--- config.mk ---
export PLATFORM = sky130hd
export DESIGN_NAME = dsp_top
export DESIGN_NICKNAME = d
export VERILOG_FILES = /design/src/plps_pkg.sv /design/src/dsp_top.sv /design/src/acq_result.sv /design/src/pulse_execute.sv /design/src/cmd_decode.sv /design/src/lb_regs.sv
export SDC_FILE = /design/constraint.sdc
export NUM_CORES = 1
export LEC_CHECK = 0
export ABC_AREA = 1
export CAP_MARGIN = 20
export CORE_ASPECT_RATIO = 1.25
export CORE_UTILIZATION = 53
export DETAILED_ROUTE_END_ITERATION = 10
export DONT_BUFFER_PORTS = 1
export PLACE_DENSITY_LB_ADDON = 0.1
export SYNTH_ARGS = -nofsm -noshare
export SYNTH_HDL_FRONTEND = slang
export SYNTH_SLANG_ARGS = --single-unit
--- constraint.sdc ---
create_clock -name cfgclk -period 3.35 [get_ports cfgclk]
set_input_delay 0.67 -clock cfgclk [delete_from_list [all_inputs] [get_ports cfgclk]]
set_output_delay 0.67 -clock cfgclk [all_outputs]
set_load 0.02 [all_outputs]
--- src/plps_pkg.sv ---
// Shared widths, enums and structs; command word is op[31:30] amp[29:16] rsvd[15:12] len[11:0]
`default_nettype none

package plps_pkg;

	localparam int lb_data_w = 32; // Bus data and command word
	localparam int lb_addr_w = 4;  // Bus address
	localparam int dac_w = 14;     // DAC sample and pulse amplitude
	localparam int adc_w = 12;     // Signed ADC sample
	localparam int len_w = 12;     // Length field in cycles
	localparam int seq_w = 8;      // Acquisition sequence number
	localparam int sum_w = 24;     // Signed acquisition sum

	localparam logic [lb_addr_w-1:0] reg_cmd = 4'd0;    // Write only, command push
	localparam logic [lb_addr_w-1:0] reg_result = 4'd1; // Read pops one result
	localparam logic [lb_addr_w-1:0] reg_status = 4'd2; // Count and overflow flag

	typedef enum logic [1:0] {
		op_nop = 2'd0,
		op_pulse = 2'd1,
		op_wait = 2'd2,
		op_acq = 2'd3
	} opcode_e;

	typedef enum logic [1:0] {
		st_idle = 2'd0,
		st_pulse = 2'd1,
		st_wait = 2'd2,
		st_acq = 2'd3
	} exec_state_e;

	typedef struct packed {
		logic wr;                    // Write strobe
		logic rd;                    // Read strobe
		logic [lb_addr_w-1:0] addr;
		logic [lb_data_w-1:0] wdata;
	} lb_req_t; // 38 bits

	typedef struct packed {
		opcode_e opcode;
		logic [dac_w-1:0] amp;
		logic [len_w-1:0] len;
	} cmd_t; // 28 bits

	typedef struct packed {
		logic [seq_w-1:0] seq;
		logic signed [sum_w-1:0] sum;
	} result_t; // 32 bits, read back as is

endpackage

`default_nettype wire
--- src/dsp_top.sv ---
// Command block top on cfgclk; depths must be powers of two from 2 to 16
`timescale 1ns/100ps
`default_nettype none

module dsp_top #(
	parameter int cmd_depth = 4, // Decode queue slots
	parameter int res_depth = 4  // Result queue slots
) (
	input wire cfgclk,
	input wire rst_n,
	input wire plps_pkg::lb_req_t req,
	output logic [plps_pkg::lb_data_w-1:0] rdata,
	output logic rvalid,
	input wire adc_valid,
	input wire logic signed [plps_pkg::adc_w-1:0] adc_data,
	output logic dac_valid,
	output logic [plps_pkg::dac_w-1:0] dac_data
);
	import plps_pkg::*;

	logic cmd_push;
	logic [lb_data_w-1:0] cmd_word;
	logic cmd_credit;
	logic cmd_valid;
	cmd_t cmd;
	logic cmd_take;
	logic res_push;
	result_t res;
	logic res_pop;
	result_t res_head;
	logic [7:0] res_count;
	logic res_credit;

	lb_regs #(.cmd_depth(cmd_depth)) u_regs (
		.cfgclk, .rst_n, .req, .cmd_credit, .res_head, .res_count,
		.rdata, .rvalid, .cmd_push, .cmd_word, .res_pop
	);

	cmd_decode #(.cmd_depth(cmd_depth)) u_decode (
		.cfgclk, .rst_n, .cmd_push, .cmd_word, .cmd_take,
		.cmd_valid, .cmd, .cmd_credit
	);

	pulse_execute #(.res_depth(res_depth)) u_exec (
		.cfgclk, .rst_n, .cmd_valid, .cmd, .adc_valid, .adc_data, .res_credit,
		.cmd_take, .dac_valid, .dac_data, .res_push, .res
	);

	acq_result #(.res_depth(res_depth)) u_result (
		.cfgclk, .rst_n, .res_push, .res, .res_pop,
		.res_head, .res_count, .res_credit
	);

endmodule

`default_nettype wire

--- src/acq_result.sv ---
// Result FIFO; res_depth must be a power of two up to 16, pushes arrive under credit
`timescale 1ns/100ps
`default_nettype none

module acq_result #(
	parameter int res_depth = 4
) (
	input wire cfgclk,
	input wire rst_n,
	input wire res_push,
	input wire plps_pkg::result_t res,
	input wire res_pop,
	output plps_pkg::result_t res_head,
	output logic [7:0] res_count,
	output logic res_credit
);
	import plps_pkg::*;

	localparam int ptr_w = $clog2(res_depth);

	result_t mem [res_depth]; // Result words, no reset
	logic [ptr_w-1:0] wr_ptr;
	logic [ptr_w-1:0] rd_ptr;
	logic [ptr_w:0] count;

	assign res_head = mem[rd_ptr]; // Oldest result
	assign res_count = 8'(count);

	always_ff @(posedge cfgclk or negedge rst_n) begin
		if (!rst_n) begin
			wr_ptr <= '0;
			rd_ptr <= '0;
			count <= '0;
			res_credit <= 1'b0;
		end else begin
			if (res_push)
				wr_ptr <= wr_ptr + 1'b1;
			if (res_pop)
				rd_ptr <= rd_ptr + 1'b1; // Pop only when nonempty
			count <= count + (ptr_w + 1)'(res_push) - (ptr_w + 1)'(res_pop);
			res_credit <= res_pop; // One credit per pop
		end
	end

	always_ff @(posedge cfgclk) begin
		if (res_push)
			mem[wr_ptr] <= res;
	end

endmodule

`default_nettype wire

--- src/pulse_execute.sv ---
// Command sequencer; one idle cycle between commands, acquisitions start only with a result credit
`timescale 1ns/100ps
`default_nettype none

module pulse_execute #(
	parameter int res_depth = 4
) (
	input wire cfgclk,
	input wire rst_n,
	input wire cmd_valid,
	input wire plps_pkg::cmd_t cmd,
	input wire adc_valid,
	input wire logic signed [plps_pkg::adc_w-1:0] adc_data,
	input wire res_credit,
	output logic cmd_take,
	output logic dac_valid,
	output logic [plps_pkg::dac_w-1:0] dac_data,
	output logic res_push,
	output plps_pkg::result_t res
);
	import plps_pkg::*;

	localparam int cred_w = $clog2(res_depth + 1);

	exec_state_e state;
	logic [len_w-1:0] remain;       // Cycles or samples left
	logic [dac_w-1:0] amp_r;        // Latched pulse amplitude
	logic [cred_w-1:0] credits;     // Free result queue slots
	logic signed [sum_w-1:0] acc;
	logic signed [sum_w-1:0] acc_next;
	logic [seq_w-1:0] seq;
	logic zero_len;
	logic acq_start;
	logic last;
	logic sample;

	assign zero_len = (cmd.len == '0);
	assign last = (remain == len_w'(1));
	assign sample = (state == st_acq) && adc_valid;
	assign acc_next = acc + {{(sum_w - adc_w){adc_data[adc_w-1]}}, adc_data}; // Sign extend

	// Acq waits in idle for a credit, all else goes straight through
	always_comb begin
		cmd_take = 1'b0;
		if (state == st_idle && cmd_valid)
			cmd_take = (cmd.opcode != op_acq) || zero_len || (credits != '0);
	end

	assign acq_start = cmd_take && (cmd.opcode == op_acq) && !zero_len; // Spends a credit
	assign dac_valid = (state == st_pulse);
	assign dac_data = dac_valid ? amp_r : '0;

	always_ff @(posedge cfgclk or negedge rst_n) begin
		if (!rst_n) begin
			state <= st_idle;
			remain <= '0;
			credits <= cred_w'(res_depth);
			seq <= '0;
			res_push <= 1'b0;
		end else begin
			res_push <= 1'b0;
			credits <= credits + cred_w'(res_credit) - cred_w'(acq_start);
			case (state)
				st_idle: begin
					if (cmd_take && !zero_len) begin // Nop and len 0 retire here
						remain <= cmd.len;
						case (cmd.opcode)
							op_pulse: state <= st_pulse;
							op_wait: state <= st_wait;
							op_acq: state <= st_acq;
							default: state <= st_idle;
						endcase
					end
				end
				st_pulse, st_wait: begin
					remain <= remain - 1'b1;
					if (last)
						state <= st_idle;
				end
				st_acq: begin
					if (adc_valid) begin // Count only valid samples
						remain <= remain - 1'b1;
						if (last) begin
							state <= st_idle;
							res_push <= 1'b1;
							seq <= seq + 1'b1; // Wraps at 256
						end
					end
				end
				default: state <= st_idle;
			endcase
		end
	end

	always_ff @(posedge cfgclk) begin
		if (cmd_take) begin
			amp_r <= cmd.amp;
			acc <= '0;
		end
		if (sample)
			acc <= acc_next;
		if (sample && last) begin
			res.seq <= seq;
			res.sum <= acc_next; // Includes final sample
		end
	end

endmodule

`default_nettype wire

--- src/cmd_decode.sv ---
// Decode queue of raw command words; cmd_depth must be a power of two, pushes arrive under credit
`timescale 1ns/100ps
`default_nettype none

module cmd_decode #(
	parameter int cmd_depth = 4
) (
	input wire cfgclk,
	input wire rst_n,
	input wire cmd_push,
	input wire logic [plps_pkg::lb_data_w-1:0] cmd_word,
	input wire cmd_take,
	output logic cmd_valid,
	output plps_pkg::cmd_t cmd,
	output logic cmd_credit
);
	import plps_pkg::*;

	localparam int ptr_w = $clog2(cmd_depth);

	logic [lb_data_w-1:0] mem [cmd_depth]; // Raw words, no reset
	logic [ptr_w-1:0] wr_ptr;
	logic [ptr_w-1:0] rd_ptr;
	logic [ptr_w:0] count;
	logic [lb_data_w-1:0] head;
	logic pop;

	assign head = mem[rd_ptr];
	assign cmd_valid = (count != '0);
	assign pop = cmd_take && cmd_valid;

	// Split head word, reserved bits 15:12 dropped
	always_comb begin
		cmd.opcode = opcode_e'(head[lb_data_w-1 -: 2]);
		cmd.amp = head[lb_data_w-3 -: dac_w];
		cmd.len = head[len_w-1:0];
	end

	always_ff @(posedge cfgclk or negedge rst_n) begin
		if (!rst_n) begin
			wr_ptr <= '0;
			rd_ptr <= '0;
			count <= '0;
			cmd_credit <= 1'b0;
		end else begin
			if (cmd_push)
				wr_ptr <= wr_ptr + 1'b1; // Wraps at depth
			if (pop)
				rd_ptr <= rd_ptr + 1'b1;
			count <= count + (ptr_w + 1)'(cmd_push) - (ptr_w + 1)'(pop);
			cmd_credit <= pop; // Slot freed, give credit back
		end
	end

	always_ff @(posedge cfgclk) begin
		if (cmd_push)
			mem[wr_ptr] <= cmd_word;
	end

endmodule

`default_nettype wire

--- src/lb_regs.sv ---
// Local-bus registers; read data valid one cycle after rd, writes to unmapped addresses ignored
`timescale 1ns/100ps
`default_nettype none

module lb_regs #(
	parameter int cmd_depth = 4
) (
	input wire cfgclk,
	input wire rst_n,
	input wire plps_pkg::lb_req_t req,
	input wire cmd_credit,
	input wire plps_pkg::result_t res_head,
	input wire logic [7:0] res_count,
	output logic [plps_pkg::lb_data_w-1:0] rdata,
	output logic rvalid,
	output logic cmd_push,
	output logic [plps_pkg::lb_data_w-1:0] cmd_word,
	output logic res_pop
);
	import plps_pkg::*;

	localparam int cred_w = $clog2(cmd_depth + 1);

	logic [cred_w-1:0] credits; // Free slots in decode queue
	logic overflow;             // Sticky, set on dropped command
	logic wr_cmd;
	logic cmd_ok;
	logic rd_status;

	assign wr_cmd = req.wr && (req.addr == reg_cmd);
	assign cmd_ok = wr_cmd && (credits != '0); // Only send with a credit
	assign rd_status = req.rd && (req.addr == reg_status);
	assign res_pop = req.rd && (req.addr == reg_result) && (res_count != 8'd0);

	always_ff @(posedge cfgclk or negedge rst_n) begin
		if (!rst_n) begin
			credits <= cred_w'(cmd_depth); // Queue empty at start
			overflow <= 1'b0;
			cmd_push <= 1'b0;
			rvalid <= 1'b0;
		end else begin
			credits <= credits + cred_w'(cmd_credit) - cred_w'(cmd_ok);
			cmd_push <= cmd_ok;
			rvalid <= req.rd;
			if (wr_cmd && !cmd_ok)
				overflow <= 1'b1; // Drop wins over clear
			else if (rd_status)
				overflow <= 1'b0;
		end
	end

	// Payload, qualified by cmd_push and rvalid
	always_ff @(posedge cfgclk) begin
		if (cmd_ok)
			cmd_word <= req.wdata;
		if (req.rd) begin
			case (req.addr)
				reg_result: rdata <= res_pop ? res_head : '0; // Empty queue reads 0
				reg_status: rdata <= {{(lb_data_w - 9){1'b0}}, overflow, res_count};
				default: rdata <= '0;
			endcase
		end
	end

endmodule

`default_nettype wire

==> reports/results.ini <==
[run_status]
status = completed

[grt]
first_global_vias = 10100
antenna_found_initial = 0
grt_first_pass_wirelength_um = 50900
grt-ovfl-total = 0
grt.total_usage_pct = 19.8
grt_max_degree = 49

[clocking]
htree_levels = 2
post_cts_buffers = 0
tritoncts = done
cts-root-buf = clkbuf_16
clockBufferDepth = 3
numCtsBuffers = 42
path_clk_slew_ns = 0.06
worstSkewPairLatency_ns = 0.54
clock_sinks = 418
ctsHoldBuffers = 2
cts_resized = 0

[worst_setup_path]
cp.arrival_ns = 2.36
crit_family = simple AND/OR/NAND/NOR gates
end_kind = output port
r2r_start = u_decode.rd_ptr[0]
crit_start = u_exec.state[0]
required_ns = 2.68
cp_num_buf_inv = 2
slowest_delay_ns = 0.47
cp_slowest_cell = nor2_1
path_class = reg -> out
path_cells = inv_1 -> nor2_1 -> inv_1 -> nor2_1
path_max_fanout = 14
start_kind = register

[sta]
fin_crit_sh_pct = 90.4
slew-limit-headroom_pct = 42.7
maxSlewViolCount = 0
rsz0062_at_grt = no
fin_skew_ns = 0.0125
period_minus_slack_ns = 3.03
max_freq_mhz = 330
setup_tns_ns = 0
hold_viol = 0
worstMarginPinSlew_ns = 0.859
finalSetupViolations = 0

[synth]
yosys.area.top_type = edfxtp_1
syn_area_um2 = 17300
synthMuxAreaShare_pct = 0.0652
synth_edf_count = 370
synth_seq_cells = 418
synth_top_area_share_pct = 64.3
synth_cells = 1417
synth_compound_area_share_pct = 7.08
yosysSeqAreaShare_pct = 71.3
synth_cell_types = 41
syn_area_per_cell_um2 = 12.2
synth_fa_ha_area_share_pct = 3.62
async_reset_ff_share_pct = 11.5
synth_xor_area_share_pct = 1.83
synth_fp_nets = 1517
yosys.area_share.simple_pct = 11.7
ys_warn_count = 0
ys_top_cells_by_area = edfxtp_1, dfrtp_1, nand2_1
synth_top_family_by_area = simple AND/OR/NAND/NOR gates
yosys_most_used_dff = edfxtp_1

[route]
wl_um = 31800
vias = 9977
drt_iter0_drc = 545
ant_nets = 0
post_drt_wl_per_cell_um = 16.9
first_pass_iters = 5
drc = 0
vias_per_cell = 5.30

[floorplan]
die_area_um2 = 33300
die_y_um = 204
coreArea_um2 = 32000
die_x_um = 163
start_util_pct = 54.0
ios = 101
row_count = 73

[layout]
n_antenna_cell = 0
drive_gt1_share_pct = 6.66
final_common_cell = edfxtp_1
mostFrequentLayoutCells = edfxtp_1, nand2_1, nor2_1
fin_util_pct = 59.9
area_growth_pct = 10.8
final_nets = 1538

[job]
max_cap_violations = 0

[power_and_ir_drop]
total_power_mw = 15.9
ir_drop_uv = 521
powerDensity_nw_per_um2 = 830
p_leak_nw = 7.44

[placed_design]
place_hpwl_um = 20000
numPortBuffers = 0
place.gp.congestion = 0.840

[min_path]
min_path_type = in -> reg
min_from = req[36]

through the flow:
stage / cell area [µm²] / std cells / worst slack (ns) / hold slack, ns
after floorplan: 17300 / 1417 / 0.391 / 0.374
after global placement: 17800 / 1804 / 0.492 / 0.376
after detailed placement: 17800 / 1804 / 0.461 / 0.376
after CTS: 19100 / 1883 / 0.264 / 0.153
after global routing: 19100 / 1883 / 0.151 / 0.154
final: 19100 / 1883 / 0.320 / 0.180
flip-flops by register name, summed over array words and instances (netlist names), 8 cells and up:
register and cells:
u_exec.res 32, u_result.mem 128, u_exec.seq 8, u_regs.rdata 32, u_regs.cmd_word 28, u_exec.amp_r 14
u_decode.mem 112, u_exec.remain 12, u_exec.acc 24
report_power, final:
group	switching, mW	internal (mW)	total [mW]
Sequential	0.393	6.40	6.79
Clock	1.86	2.62	4.49
Combinational	3.07	1.55	4.63
Total	5.33	10.6	15.9
path summary, 6_finish.rpt:
check / end / slack [ns] / cells past startpoint
worst max-delay path: dac_data[13] / 0.32 / 4
worst min-delay path: u_regs.rvalid / 0.18 / 0
worst max register to register: u_decode.count[2] / 0.45 / 16
worst min register to register: u_exec.seq[7] / 0.47 / 1
max in group asynchronous: u_exec.credits[2] / 2.41 / 2
min in group asynchronous: u_regs.rvalid / 0.64 / 2
routing by layer:
metal / wire, µm / GRT usage (%) / part of all wire (%) / up-vias
met3: 1100 / 3.47 / 3.5 / 64
met4: 880 / 6.71 / 2.8 / 0
li1: - / - / - / 4951
met1: 12900 / 22.1 / 41 / 4790
met5: 0 / 0 / 0 / -
met2: 16900 / 37.4 / 53 / 172
cell type report:
type / instances / area [µm²]
Clock buffer: 64 / 1240
Clock inverter: 13 / 85.1
Timing Repair Buffer: 26 / 218
Tap cell: 412 / 515
Multi-Input combinational cell: 802 / 4220
Sequential cell: 418 / 12300
Inverter: 148 / 556
Fill cell: 2571 / 12800
cells by family (layout without fill, tap and decap cells):
logic type,Yosys count,after routing
compound gates,224,224
fa+ha+maj,47,47
simple gates,494,494
mux,1,1
flops,418,418
buf+inv,197,251
xor+xnor,36,36
synthesized netlist by cell type (3+ instances only):
| cell | n |
|---|---|
| a21oi_1 | 35 |
| nor2b_1 | 4 |
| o21ai_1 | 15 |
| fa_1 | 5 |
| edfxtp_1 | 370 |
| buf_2 | 9 |
| a21o_1 | 3 |
| clkbuf_1 | 36 |
| nand3_1 | 62 |
| inv_1 | 145 |
| nor2_1 | 163 |
| xnor2_1 | 21 |
| o22ai_1 | 44 |
| nand3b_1 | 3 |
| dfrtp_1 | 46 |
| o21bai_1 | 4 |
| ha_1 | 42 |
| nand2_1 | 234 |
| xor2_1 | 15 |
| a31oi_1 | 7 |
| nand4_1 | 8 |
| nor3_1 | 10 |
| o21ai_0 | 110 |
Power figures use the tool's default switching activity.
